## config.mk

```make
export PLATFORM = sky130hd
export DESIGN_NAME = afu_top
export DESIGN_NICKNAME = d
export VERILOG_FILES = /design/src/rtl/afu_cfg_pkg.sv /design/src/rtl/afu_mem_pkg.sv /design/src/rtl/kernel_ctrl_if.sv /design/src/rtl/host_ctrl_regs.sv /design/src/rtl/kernel_run_fsm.sv /design/src/rtl/mem_bank_port.sv /design/src/rtl/write_drain_counter.sv /design/src/rtl/afu_top.sv
export SDC_FILE = /design/constraint.sdc
export NUM_CORES = 1
export LEC_CHECK = 0
export BUFFER_PORTS_ARGS = -buffer_cell sky130_fd_sc_hd__buf_2
export CORE_AREA = 2 2 202 204
export CTS_CLUSTER_SIZE = 20
export DETAILED_ROUTE_END_ITERATION = 7
export DIE_AREA = 0 0 204 206
export SLEW_MARGIN = 10
export SYNTH_ARGS = -nofsm -noshare
export SYNTH_HDL_FRONTEND = slang
export SYNTH_SLANG_ARGS = --single-unit
```

## constraint.sdc

```tcl
create_clock -name clk -period 3.7 [get_ports clk]
set_input_delay 0.74 -clock clk [delete_from_list [all_inputs] [get_ports clk]]
set_output_delay 0.74 -clock clk [all_outputs]
set_load 0.05 [all_outputs]
```

## src/rtl/afu_cfg_pkg.sv

```systemverilog
// control side definitions shared by the host register file and the run sequencer
package afu_cfg_pkg;

	// host register bus
	typedef logic [7:0]  ctrl_addr_t;
	typedef logic [31:0] ctrl_data_t;

	// device configuration writes forwarded to the core
	typedef logic [11:0] dcr_addr_t;
	typedef logic [31:0] dcr_data_t;

	// register map
	localparam ctrl_addr_t REG_CTRL     = 8'h00;
	localparam ctrl_addr_t REG_GIE      = 8'h04;
	localparam ctrl_addr_t REG_IER      = 8'h08;
	localparam ctrl_addr_t REG_ISR      = 8'h0C;
	localparam ctrl_addr_t REG_DCR_ADDR = 8'h10;
	localparam ctrl_addr_t REG_DCR_DATA = 8'h14;

	// bit positions in the control word
	localparam int CTRL_START_BIT      = 0;
	localparam int CTRL_DONE_BIT       = 1;
	localparam int CTRL_IDLE_BIT       = 2;
	localparam int CTRL_READY_BIT      = 3;
	localparam int CTRL_SOFT_RESET_BIT = 4;

	typedef enum logic [1:0] {
		run_idle,
		run_init,
		run_busy,
		run_done
	} run_state_e;

	localparam int RESET_DELAY_DEFAULT = 16;

endpackage

```

## src/rtl/afu_mem_pkg.sv

```systemverilog
// memory side definitions for address relocation and write drain tracking
package afu_mem_pkg;

	// address as the platform memory sees it
	typedef logic [63:0] mem_addr_t;

	// address as the core issues it
	typedef logic [31:0] core_addr_t;

	localparam int NUM_BANKS_DEFAULT = 2;

	// platform base of the device memory window
	localparam mem_addr_t MEM_OFFSET_DEFAULT = 64'h44A0_0000;

	// outstanding write count sized for the deepest write queue of the core
	typedef logic [11:0] pending_t;

endpackage

```

## src/rtl/kernel_ctrl_if.sv

```systemverilog
// kernel control handshake between the host register file and the run sequencer
`timescale 1ns/1ps

interface kernel_ctrl_if;

	// strobes from the register side
	logic start;
	logic soft_reset;
	logic done_ack;

	// levels from the sequencer
	logic done;
	logic idle;

	modport regs (
		output start,
		output soft_reset,
		output done_ack,
		input  done,
		input  idle
	);

	modport fsm (
		input  start,
		input  soft_reset,
		input  done_ack,
		output done,
		output idle
	);

endinterface

```

## src/rtl/host_ctrl_regs.sv

```systemverilog
// host register file in afu_top for control strobes, interrupt enables, status and DCR forwarding
`timescale 1ns/1ps

module host_ctrl_regs (
	input  logic                   clk,
	input  logic                   reset,
	input  logic                   reg_wr,
	input  logic                   reg_rd,
	input  afu_cfg_pkg::ctrl_addr_t reg_addr,
	input  afu_cfg_pkg::ctrl_data_t reg_wdata,
	output logic                   reg_rvalid,
	output afu_cfg_pkg::ctrl_data_t reg_rdata,
	output logic                   interrupt,
	output logic                   dcr_wr_valid,
	output afu_cfg_pkg::dcr_addr_t  dcr_wr_addr,
	output afu_cfg_pkg::dcr_data_t  dcr_wr_data,
	kernel_ctrl_if.regs            ctrl
);
	import afu_cfg_pkg::*;

	logic       wr_ctrl;
	logic       wr_isr;
	logic       wr_dcr_data;
	logic       start_q;
	logic       soft_reset_q;
	logic       gie;
	logic       ier;
	logic       isr_done;
	logic       done_q;
	dcr_addr_t  dcr_addr_q;
	ctrl_data_t status;
	ctrl_data_t rd_mux;

	assign wr_ctrl     = reg_wr && (reg_addr == REG_CTRL);
	assign wr_isr      = reg_wr && (reg_addr == REG_ISR);
	assign wr_dcr_data = reg_wr && (reg_addr == REG_DCR_DATA);

	assign ctrl.start      = start_q;
	assign ctrl.soft_reset = soft_reset_q;
	// reading the control word acknowledges done in the same cycle it is sampled
	assign ctrl.done_ack   = reg_rd && (reg_addr == REG_CTRL);

	assign interrupt = gie & ier & isr_done;

	always_comb begin
		status = '0;
		status[CTRL_START_BIT] = ~ctrl.idle & ~ctrl.done;
		status[CTRL_DONE_BIT]  = ctrl.done;
		status[CTRL_IDLE_BIT]  = ctrl.idle;
		status[CTRL_READY_BIT] = ctrl.done;
	end

	always_comb begin
		case (reg_addr)
			REG_CTRL:     rd_mux = status;
			REG_GIE:      rd_mux = ctrl_data_t'(gie);
			REG_IER:      rd_mux = ctrl_data_t'(ier);
			REG_ISR:      rd_mux = ctrl_data_t'(isr_done);
			REG_DCR_ADDR: rd_mux = ctrl_data_t'(dcr_addr_q);
			REG_DCR_DATA: rd_mux = ctrl_data_t'(dcr_wr_data);
			default:      rd_mux = '0;
		endcase
	end

	always_ff @(posedge clk) begin
		if (reset) begin
			start_q      <= 1'b0;
			soft_reset_q <= 1'b0;
			gie          <= 1'b0;
			ier          <= 1'b0;
			isr_done     <= 1'b0;
			done_q       <= 1'b0;
			dcr_addr_q   <= '0;
			dcr_wr_valid <= 1'b0;
			reg_rvalid   <= 1'b0;
		end else begin
			start_q      <= wr_ctrl && reg_wdata[CTRL_START_BIT];
			soft_reset_q <= wr_ctrl && reg_wdata[CTRL_SOFT_RESET_BIT];
			dcr_wr_valid <= wr_dcr_data;
			reg_rvalid   <= reg_rd;
			done_q       <= ctrl.done;
			if (reg_wr && (reg_addr == REG_GIE)) begin
				gie <= reg_wdata[0];
			end
			if (reg_wr && (reg_addr == REG_IER)) begin
				ier <= reg_wdata[0];
			end
			if (reg_wr && (reg_addr == REG_DCR_ADDR)) begin
				dcr_addr_q <= dcr_addr_t'(reg_wdata);
			end
			// a new done edge wins over a clear in the same cycle
			if (ctrl.done && !done_q) begin
				isr_done <= 1'b1;
			end else if (wr_isr && reg_wdata[0]) begin
				isr_done <= 1'b0;
			end
		end
	end

	always_ff @(posedge clk) begin
		if (reg_rd) begin
			reg_rdata <= rd_mux;
		end
		if (wr_dcr_data) begin
			dcr_wr_addr <= dcr_addr_q;
			dcr_wr_data <= reg_wdata;
		end
	end

endmodule

```

## src/rtl/kernel_run_fsm.sv

```systemverilog
// kernel run sequencer in afu_top that holds the core in reset and reports done once writes drain
`timescale 1ns/1ps

module kernel_run_fsm #(
	parameter int RESET_DELAY = afu_cfg_pkg::RESET_DELAY_DEFAULT
) (
	input  logic                 clk,
	input  logic                 reset,
	kernel_ctrl_if.fsm           ctrl,
	input  logic                 core_busy,
	input  afu_mem_pkg::pending_t pending,
	output logic                 core_reset
);
	import afu_cfg_pkg::*;

	localparam int CTR_W = $clog2(RESET_DELAY + 1);

	run_state_e       state;
	logic [CTR_W-1:0] reset_ctr;

	assign ctrl.idle = (state == run_idle);
	// done waits for every accepted write to be acknowledged
	assign ctrl.done = (state == run_done) && (pending == '0);

	always_ff @(posedge clk) begin
		if (reset || ctrl.soft_reset) begin
			state      <= run_idle;
			core_reset <= 1'b1;
			reset_ctr  <= '0;
		end else begin
			case (state)
				run_idle: begin
					if (ctrl.start) begin
						state      <= run_init;
						core_reset <= 1'b1;
						reset_ctr  <= CTR_W'(RESET_DELAY - 1);
					end
				end
				run_init: begin
					if (core_reset) begin
						// release after RESET_DELAY cycles from the start strobe
						if (reset_ctr == '0) begin
							core_reset <= 1'b0;
						end else begin
							reset_ctr <= reset_ctr - 1'b1;
						end
					end else if (core_busy) begin
						state <= run_busy;
					end
				end
				run_busy: begin
					if (!core_busy) begin
						state <= run_done;
					end
				end
				run_done: begin
					if (ctrl.done && ctrl.done_ack) begin
						state <= run_idle;
					end
				end
				default: begin
					state <= run_idle;
				end
			endcase
		end
	end

endmodule

```

## src/rtl/mem_bank_port.sv

```systemverilog
// per-bank port in afu_top that relocates core addresses and reports accepted and acked writes
`timescale 1ns/1ps

module mem_bank_port #(
	parameter afu_mem_pkg::mem_addr_t MEM_OFFSET = afu_mem_pkg::MEM_OFFSET_DEFAULT
) (
	input  logic                   clk,
	input  logic                   reset,
	input  afu_mem_pkg::core_addr_t core_aw_addr,
	input  afu_mem_pkg::core_addr_t core_ar_addr,
	output afu_mem_pkg::mem_addr_t  mem_aw_addr,
	output afu_mem_pkg::mem_addr_t  mem_ar_addr,
	input  logic                   aw_valid,
	input  logic                   aw_ready,
	input  logic                   w_valid,
	input  logic                   w_ready,
	input  logic                   b_valid,
	input  logic                   b_ready,
	output logic                   wr_req_fire,
	output logic                   wr_rsp_fire
);
	import afu_mem_pkg::*;

	logic aw_fire;
	logic w_fire;
	logic aw_seen;
	logic w_seen;

	// zero-extend then add with wrap at 64 bits
	assign mem_aw_addr = mem_addr_t'(core_aw_addr) + MEM_OFFSET;
	assign mem_ar_addr = mem_addr_t'(core_ar_addr) + MEM_OFFSET;

	assign aw_fire = aw_valid && aw_ready;
	assign w_fire  = w_valid && w_ready;

	// a write is accepted once both its address and its data have been taken
	assign wr_req_fire = (aw_fire || aw_seen) && (w_fire || w_seen);
	assign wr_rsp_fire = b_valid && b_ready;

	// one handshake of lead per channel is remembered
	always_ff @(posedge clk) begin
		if (reset) begin
			aw_seen <= 1'b0;
			w_seen  <= 1'b0;
		end else begin
			aw_seen <= (aw_seen && aw_fire) || ((aw_seen || aw_fire) && !wr_req_fire);
			w_seen  <= (w_seen && w_fire) || ((w_seen || w_fire) && !wr_req_fire);
		end
	end

endmodule

```

## src/rtl/write_drain_counter.sv

```systemverilog
// counts writes accepted but not yet acknowledged over all memory banks
`timescale 1ns/1ps

module write_drain_counter #(
	parameter int NUM_BANKS = afu_mem_pkg::NUM_BANKS_DEFAULT
) (
	input  logic                 clk,
	input  logic                 reset,
	input  logic [NUM_BANKS-1:0] wr_req_fire,
	input  logic [NUM_BANKS-1:0] wr_rsp_fire,
	output afu_mem_pkg::pending_t pending
);
	import afu_mem_pkg::*;

	localparam int CNT_W = $clog2(NUM_BANKS + 1);

	logic [CNT_W-1:0]        req_cnt;
	logic [CNT_W-1:0]        rsp_cnt;
	logic signed [CNT_W:0]   delta;

	always_comb begin
		req_cnt = '0;
		rsp_cnt = '0;
		for (int i = 0; i < NUM_BANKS; i++) begin
			req_cnt = req_cnt + CNT_W'(wr_req_fire[i]);
			rsp_cnt = rsp_cnt + CNT_W'(wr_rsp_fire[i]);
		end
	end

	assign delta = $signed({1'b0, req_cnt}) - $signed({1'b0, rsp_cnt});

	// the cast sign-extends the difference before it is added
	always_ff @(posedge clk) begin
		if (reset) begin
			pending <= '0;
		end else begin
			pending <= pending + pending_t'(delta);
		end
	end

endmodule

```

## src/rtl/afu_top.sv

```systemverilog
// top level of the accelerator host wrapper that ties registers, sequencer and banks to plain ports
`timescale 1ns/1ps

module afu_top #(
	parameter int                     NUM_BANKS   = afu_mem_pkg::NUM_BANKS_DEFAULT,
	parameter int                     RESET_DELAY = afu_cfg_pkg::RESET_DELAY_DEFAULT,
	parameter afu_mem_pkg::mem_addr_t MEM_OFFSET  = afu_mem_pkg::MEM_OFFSET_DEFAULT
) (
	input  logic                                    clk,
	input  logic                                    reset,

	// host register strobes
	input  logic                                    reg_wr,
	input  logic                                    reg_rd,
	input  afu_cfg_pkg::ctrl_addr_t                 reg_addr,
	input  afu_cfg_pkg::ctrl_data_t                 reg_wdata,
	output logic                                    reg_rvalid,
	output afu_cfg_pkg::ctrl_data_t                 reg_rdata,
	output logic                                    interrupt,

	// core side
	input  logic                                    core_busy,
	output logic                                    core_reset,
	output logic                                    dcr_wr_valid,
	output afu_cfg_pkg::dcr_addr_t                  dcr_wr_addr,
	output afu_cfg_pkg::dcr_data_t                  dcr_wr_data,
	input  afu_mem_pkg::core_addr_t [NUM_BANKS-1:0] core_aw_addr,
	input  afu_mem_pkg::core_addr_t [NUM_BANKS-1:0] core_ar_addr,

	// memory channels, observed only
	output afu_mem_pkg::mem_addr_t  [NUM_BANKS-1:0] mem_aw_addr,
	output afu_mem_pkg::mem_addr_t  [NUM_BANKS-1:0] mem_ar_addr,
	input  logic                    [NUM_BANKS-1:0] aw_valid,
	input  logic                    [NUM_BANKS-1:0] aw_ready,
	input  logic                    [NUM_BANKS-1:0] w_valid,
	input  logic                    [NUM_BANKS-1:0] w_ready,
	input  logic                    [NUM_BANKS-1:0] b_valid,
	input  logic                    [NUM_BANKS-1:0] b_ready
);
	import afu_mem_pkg::*;

	logic [NUM_BANKS-1:0] wr_req_fire;
	logic [NUM_BANKS-1:0] wr_rsp_fire;
	pending_t             pending;

	kernel_ctrl_if ctrl_if ();

	host_ctrl_regs regs_i (
		.clk          (clk),
		.reset        (reset),
		.reg_wr       (reg_wr),
		.reg_rd       (reg_rd),
		.reg_addr     (reg_addr),
		.reg_wdata    (reg_wdata),
		.reg_rvalid   (reg_rvalid),
		.reg_rdata    (reg_rdata),
		.interrupt    (interrupt),
		.dcr_wr_valid (dcr_wr_valid),
		.dcr_wr_addr  (dcr_wr_addr),
		.dcr_wr_data  (dcr_wr_data),
		.ctrl         (ctrl_if.regs)
	);

	kernel_run_fsm #(
		.RESET_DELAY (RESET_DELAY)
	) fsm_i (
		.clk        (clk),
		.reset      (reset),
		.ctrl       (ctrl_if.fsm),
		.core_busy  (core_busy),
		.pending    (pending),
		.core_reset (core_reset)
	);

	for (genvar i = 0; i < NUM_BANKS; i++) begin : g_bank
		mem_bank_port #(
			.MEM_OFFSET (MEM_OFFSET)
		) bank_i (
			.clk          (clk),
			.reset        (reset),
			.core_aw_addr (core_aw_addr[i]),
			.core_ar_addr (core_ar_addr[i]),
			.mem_aw_addr  (mem_aw_addr[i]),
			.mem_ar_addr  (mem_ar_addr[i]),
			.aw_valid     (aw_valid[i]),
			.aw_ready     (aw_ready[i]),
			.w_valid      (w_valid[i]),
			.w_ready      (w_ready[i]),
			.b_valid      (b_valid[i]),
			.b_ready      (b_ready[i]),
			.wr_req_fire  (wr_req_fire[i]),
			.wr_rsp_fire  (wr_rsp_fire[i])
		);
	end

	write_drain_counter #(
		.NUM_BANKS (NUM_BANKS)
	) drain_i (
		.clk         (clk),
		.reset       (reset),
		.wr_req_fire (wr_req_fire),
		.wr_rsp_fire (wr_rsp_fire),
		.pending     (pending)
	);

endmodule

```

==> results.yml, run 1 <==
power:
  irDropWorstVdd_v: 0.000267
  p_per_area_nw_per_um2: 502
  p_leak_nw: 3.79
  power_w: 0.00435
synthesis:
  yosys_warnings: 0
  ys_seq_elements: 120
  yosys.area.top_type: "edfxtp_1"
  synth_top_family_by_area: "buffers and inverters"
  synth_fa_ha_area_share_pct: 3.10
  synth_compound_area_share_pct: 8.85
  synth_edf_count: 76
  async_reset_ff_share_pct: 0
  synthMuxAreaShare_pct: 2.10
  seq_area_frac_synth_pct: 43.1
  avgSynthCellArea_um2: 9.88
  synth_common_cells: "buf_4, edfxtp_1, nor2_1"
  synth_cell_types: 61
  synthXorXnorAreaFrac_pct: 5.85
  yosysMostFrequentCell: "buf_4"
  synth_ff_type: "edfxtp_1"
  yosysTopAreaCellShare_pct: 31.1
  synth.area.top_cells: "edfxtp_1, buf_4, dfxtp_1"
  synth-simple-area-share_pct: 13.2
  synth_cells: 743
  netlist_area_um2: 7340
placed_design:
  gp_congestion: 0.791
  numPortBuffers: 228
  placed_area_um2: 8100
  dp_hpwl_um: 16600
floorplanning:
  std_cell_rows: 74
  die_w_um: 204
  core_area_um2: 40200
  die_area_um2: 42000
  ios: 521
  die_h_um: 206
  initial_core_util_pct: 18.3
worst_setup_path:
  critical_path_class: "primary input to flop"
  cp-end-kind: "flop"
  arrival_ns: 3.87
  cp-start-kind: "primary input"
  path_cells: "buf_2, a21oi_4, nor2_1, fa_1, ha_1, inv_1, ha_1, inv_2, ha_4, a21oi_1, or3b_4, a21o_1, mux2_4, or4_1, a21oi_1"
  cp_max_fo: 2
  crit_slowest_cell: "fa_1"
  cp.required_ns: 4.04
  critPathMaxStageDelay_ns: 0.49
grt:
  antenna_found_initial: 3
  grt_pass1_vias: 4872
  use_met2_pct: 15.9
  globalRouteMet3Util_pct: 4.95
  busiest_layer: "met2"
  use_met1_pct: 8.68
  overflow: 0
  grt_pass1_wl_um: 28900
  grt_max_degree: 46
  grt.total_usage_pct: 9.06
routing:
  dr.first_iter.drc_count: 188
  ant_nets: 0
  drcViolationCount: 0
  vias_per_cell: 3.70
  routed_wl_um: 20300
  wl_per_cell_um: 14.1
  vias: 5333
  first_pass_iters: 4
cts:
  holdBufCountCts: 0
  cts.sinks: 120
  clock_latency_ns: 0.42
  clk_pin_slew_ns: 0.07
  cts_tree: "done"
  root_buffer: "clkbuf_16"
  htreeDepth: 4
  cts_resized: 0
  ctsLongestPathBuffers: 2
  cts_buffers: 17
  cts_setup_buffers: 0
min_path:
  hold_path.class: "flop to flop"
sta:
  slew_headroom_pct: 45.1
  worst_pin_slew_ns: 0.823
  finClkSkew_ns: 0.0162
  setup_tns_ns: 0
  max_freq_ghz: 0.284
  period_needed_ns: 3.53
  rsz0062_at_grt: "no"
  hold_viol: 0
  setup_violations: 0
  drv_slew: 0
  period_share_pct: 95.3
cells_and_area:
  fin_area_um2: 8680
  drive_gt1_share_pct: 32.8
  fin_nets: 1097
  area_growth_pct: 18.3
  fillers: 4435
flow_run:
  cap_violations: 0
outcome:
  status: "completed"
[critical path: cells and delay by family]
| family | cells | cell delay, ns |
|---|---|---|
| muxes | 1 | 0.30 |
| adders and majority gates | 4 | 1.17 |
| and+or+nand+nor | 3 | 0.87 |
| AOI/OAI and AO/OA | 4 | 0.55 |
| buffers and inverters | 3 | 0.23 |
[cells by family after synthesis]
kind of cell             after synthesis
XOR/XNOR                              49
AO/OA/AOI/OAI                         98
adder cells (fa/ha/maj)               17
flip-flops                           120
other                                  1
multiplexers                          14
AND/OR/NAND/NOR                      192
buffers and inverters                252
[sequential cells by signal (all words and copies together), names as in the netlist]
| register | cells |
|---|---|
| regs_i.dcr_addr_q | 12 |
| regs_i.ier | 1 |
| regs_i.reg_rvalid | 1 |
| regs_i.gie | 1 |
| drain_i.pending | 12 |
| fsm_i.core_reset | 1 |
| regs_i.dcr_wr_addr | 12 |
| regs_i.ctrl.start | 1 |
| regs_i.done_q | 1 |
| fsm_i.state | 2 |
| regs_i.dcr_wr_data | 32 |
| regs_i.reg_rdata | 32 |
| fsm_i.reset_ctr | 5 |
| regs_i.ctrl.soft_reset | 1 |
| g_bank.bank_i.w_seen | 2 |
| g_bank.bank_i.aw_seen | 2 |
| regs_i.dcr_wr_valid | 1 |
| regs_i.isr_done | 1 |
[cell type report]
class | instances | area, µm² | share of cell area [%]
Tap cell | 532 | 666 | 7.67
Timing Repair Buffer | 244 | 1270 | 14.7
Antenna cell | 3 | 7.51 | 0.0865
Sequential cell | 120 | 3160 | 36.4
Multi-Input combinational cell | 494 | 2930 | 33.7
Clock inverter | 15 | 149 | 1.72
Clock buffer | 17 | 425 | 4.90
Inverter | 18 | 67.6 | 0.778
[per-stage QoR]
stage	util, %	setup slack [ns]	hold WS [ns]	std cells
floorplan	-	-0.0150	0.426	866
global placement	20.2	-0.204	0.441	1408
detailed placement	20.2	-0.235	0.441	1408
CTS	21.6	0.182	0.454	1440
global route	21.6	0.0348	0.471	1441
finish	21.6	0.173	0.454	1443
[power breakdown]
| part | internal [W] | leakage (nW) | total [W] | switching [W] |
|---|---|---|---|---|
| registers | 0.00149 | 1.13 | 0.00161 | 0.000121 |
| logic | 0.000340 | 2.39 | 0.00116 | 0.000823 |
| clock network | 0.000897 | 0.278 | 0.00158 | 0.000687 |
| total | 0.00272 | 3.79 | 0.00435 | 0.00163 |
[cell usage in the layout (no fill, tap or decap), types with 15 or more instances in the layout]
cell type  netlist  layout
and2_1          22      21
dfxtp_1         44      44
buf_4          208      15
xnor2_1         39      39
nand3_1         18      18
nor2_1          53      53
inv_1           18      17
clkbuf_16        0      17
conb_1           1     124
buf_2            8     228
a21oi_1         37      35
edfxtp_1        76      76
nand2_1         46      46
[per-layer routing]
layer	routed length [µm]	part of all wire, %	up-vias
met2	9870	49	371
met1	7000	34	2394
met4	624	3.1	4
li1	-	-	2514
met3	2770	14	50
met5	64	0.31	-
[path summary, 6_finish.rpt]
path                                       from                                to  slack, ns  depth (start not counted)
min          regs_i.dcr_addr_q[10]$_SDFFE_PP0P_  regs_i.dcr_wr_addr[10]$_DFFE_PP_       0.45                          0
max                                  w_valid[1]     drain_i.pending[9]$_SDFF_PP0_       0.17                         15
min reg2reg  regs_i.dcr_addr_q[10]$_SDFFE_PP0P_  regs_i.dcr_wr_addr[10]$_DFFE_PP_       0.45                          0
max reg2reg  g_bank[1].bank_i.w_seen$_SDFF_PP0_     drain_i.pending[9]$_SDFF_PP0_       0.30                         14
No activity file was read; power rests on OpenSTA's default activity.
==> inputs of run 2 (changes only) <==
- ABC_AREA: default -> 1
- CORE_AREA: 2 2 202 204 -> 2 2 204 206
- DIE_AREA: 0 0 204 206 -> 0 0 206 208
- TNS_END_PERCENT: default -> 1
==> run 2 against run 1 <==
  * Via count grew 8.9%
  * Largest power group is now clock
  * First-iteration DRC count grew 36%
  * Cell count grew 10%
  * Global-route usage grew 0.52 points
  * Register-to-register slack gained 0.63 ns
  * Core utilization grew 0.099 points
  * Combinational power grew 12%
  * Worst setup slack gained 0.55 ns
==> results.yml, run 2 <==
outcome:
  status: "completed"
routing:
  drcViolationCount: 0
  vias: 5806
  first_pass_iters: 4
  wl_per_cell_um: 13.7
  ant_nets: 0
  dr.first_iter.drc_count: 255
  vias_per_cell: 3.65
  routed_wl_um: 21800
synthesis:
  yosysMostFrequentCell: "buf_4"
  synth_ff_type: "edfxtp_1"
  avgSynthCellArea_um2: 8.46
  ys_seq_elements: 120
  yosys_warnings: 0
  synth_cell_types: 41
  yosysTopAreaCellShare_pct: 30.4
  synth_common_cells: "buf_4, nand2_1, inv_1"
  synth_cells: 887
  async_reset_ff_share_pct: 0
  netlist_area_um2: 7510
  seq_area_frac_synth_pct: 42.1
  synth.area.top_cells: "edfxtp_1, buf_4, dfxtp_1"
  synth_edf_count: 76
  yosys.area.top_type: "edfxtp_1"
worst_setup_path:
  reg2reg_to: "drain_i.pending[8]$_SDFF_PP0_"
  arrival_ns: 2.24
  cp_max_fo: 4
  r2r_setup_slack_ns: 0.93
  reg2reg_depth: 17
  r2r-start: "g_bank[1].bank_i.aw_seen$_SDFF_PP0_"
  cp.required_ns: 2.96
  cp-start-kind: "primary input"
  cp-end-kind: "output pin"
  critical_path_class: "primary input to output pin"
grt:
  overflow: 0
  grt_max_degree: 31
  antenna_found_initial: 5
  grt_pass1_wl_um: 31000
  grt_pass1_vias: 5471
  grt.total_usage_pct: 9.58
power:
  p_per_area_nw_per_um2: 509
  swShare_pct: 36.8
  p_int_w: 0.00283
  pwr-share-seq_pct: 34.7
  irDropWorstVdd_v: 0.000266
  clock_power_share_pct: 36.4
  p_leak_nw: 4.42
  switchingPower_w: 0.00165
  power_frac_comb_pct: 28.9
cts:
  ctsLongestPathBuffers: 2
  cts_tree: "done"
  holdBufCountCts: 0
  root_buffer: "clkbuf_16"
  cts.sinks: 120
  htreeDepth: 4
  clock_latency_ns: 0.42
  clk_pin_slew_ns: 0.05
  cts_setup_buffers: 0
  cts_resized: 0
  cts_buffers: 17
cells_and_area:
  fin_nets: 1244
  fin_area_um2: 8800
  fillers: 4476
  drive_gt1_share_pct: 26.6
  mostFrequentLayoutCells: "buf_2, conb_1, nand2_1"
  area_growth_pct: 17.3
  final_common_cell: "buf_2"
  layout_top_registers: "regs_i.dcr_wr_data x32, regs_i.reg_rdata x32"
sta:
  rsz0062_at_grt: "no"
  period_needed_ns: 2.98
  drv_slew: 0
  hold_viol: 0
  slew_headroom_pct: 51.3
  max_freq_ghz: 0.336
  period_share_pct: 80.5
  worst_pin_slew_ns: 0.730
  setup_violations: 0
  setup_tns_ns: 0
  finClkSkew_ns: 0.00799
flow_run:
  cap_violations: 0
min_path:
  hold_path.class: "flop to flop"
  hold_end: "regs_i.isr_done$_SDFFE_PP0P_"
  hold_depth: 1
  hp-start: "regs_i.done_q$_SDFF_PP0_"
floorplanning:
  ios: 521
  initial_core_util_pct: 18.5
  core_area_um2: 40600
  die_h_um: 208
  std_cell_rows: 74
  die_w_um: 206
  die_area_um2: 42800
placed_design:
  dp_hpwl_um: 18100
  placed_area_um2: 8210
  numPortBuffers: 228
  gp_congestion: 0.836
==> run 2: cells by family after synthesis <==
group,share of synthesized area [%]
adders and majority gates,3.03
and+or+nand+nor,16.1
AOI/OAI and AO/OA,7.55
buffers and inverters,27.5
xor gates and xnor gates,3.62
DFF,42.1
other,0.0500
==> run 2: power groups by stage <==
| stage | sequential [W] | combinational, W | clock, W |
|---|---|---|---|
| floorplan | 0.00162 | 0.00132 | 0 |
| global placement | 0.00158 | 0.00129 | 0 |
| detailed placement | 0.00158 | 0.00129 | 0 |
| CTS | 0.00155 | 0.00130 | 0.00167 |
| global route | 0.00157 | 0.00142 | 0.00172 |
| finish | 0.00155 | 0.00130 | 0.00163 |
==> run 2: metal layers <==
| layer | vias up | wire length [µm] | track usage (%) |
|---|---|---|---|
| li1 | 2811 | - | - |
| met5 | - | 37 | 0 |
| met4 | 6 | 988 | 5.62 |
| met3 | 51 | 2830 | 4.45 |
| met2 | 361 | 10800 | 17.3 |
| met1 | 2577 | 7130 | 8.69 |
==> run 2: critical path, cell delays in order <==
cell     delay (ns)
buf_2          0.13
ha_1           0.20
or2_2          0.31
nand2_1        0.07
nand2_1        0.07
nand3_1        0.11
o21ai_0        0.15
xor2_1         0.17
buf_2          0.28
==> run 2: cell type report <==
type	instances	area (µm²)	share of cell area, %
inverter	114	430	4.89
timing repair buffer	233	1200	13.7
clock inverter	11	124	1.41
multi-input combinational	556	2750	31.2
antenna	2	5.00	0.0569
clock buffer	21	460	5.23
sequential	120	3160	35.9
tap	532	666	7.56
==> run 2: worst max path at each step <==
stage / slack, ns / cells past startpoint / endpoint / from
finish: 0.72 / 9 / mem_ar_addr[95] / core_ar_addr[53]
global route: 0.44 / 21 / drain_i.pending[11]$_SDFF_PP0_ / w_valid[1]
CTS: 0.71 / 9 / mem_ar_addr[95] / core_ar_addr[53]
detailed placement: 0.34 / 18 / drain_i.pending[8]$_SDFF_PP0_ / aw_valid[1]
global placement: 0.35 / 18 / drain_i.pending[8]$_SDFF_PP0_ / w_valid[1]
floorplan: 0.50 / 5 / mem_ar_addr[96] / core_ar_addr[53]
==> run 2: through the flow <==
stage,utilization [%],std cells,worst slack [ns],hold WS [ns],total power [W]
6_report,21.7,1589,0.722,0.414,0.00448
5_1_grt,21.7,1589,0.439,0.442,0.00471
4_1_cts,21.7,1587,0.712,0.418,0.00452
3_5_place_dp,20.2,1555,0.338,0.410,0.00288
3_3_place_gp,20.2,1555,0.348,0.402,0.00287
2_1_floorplan,-,1010,0.500,0.396,0.00294
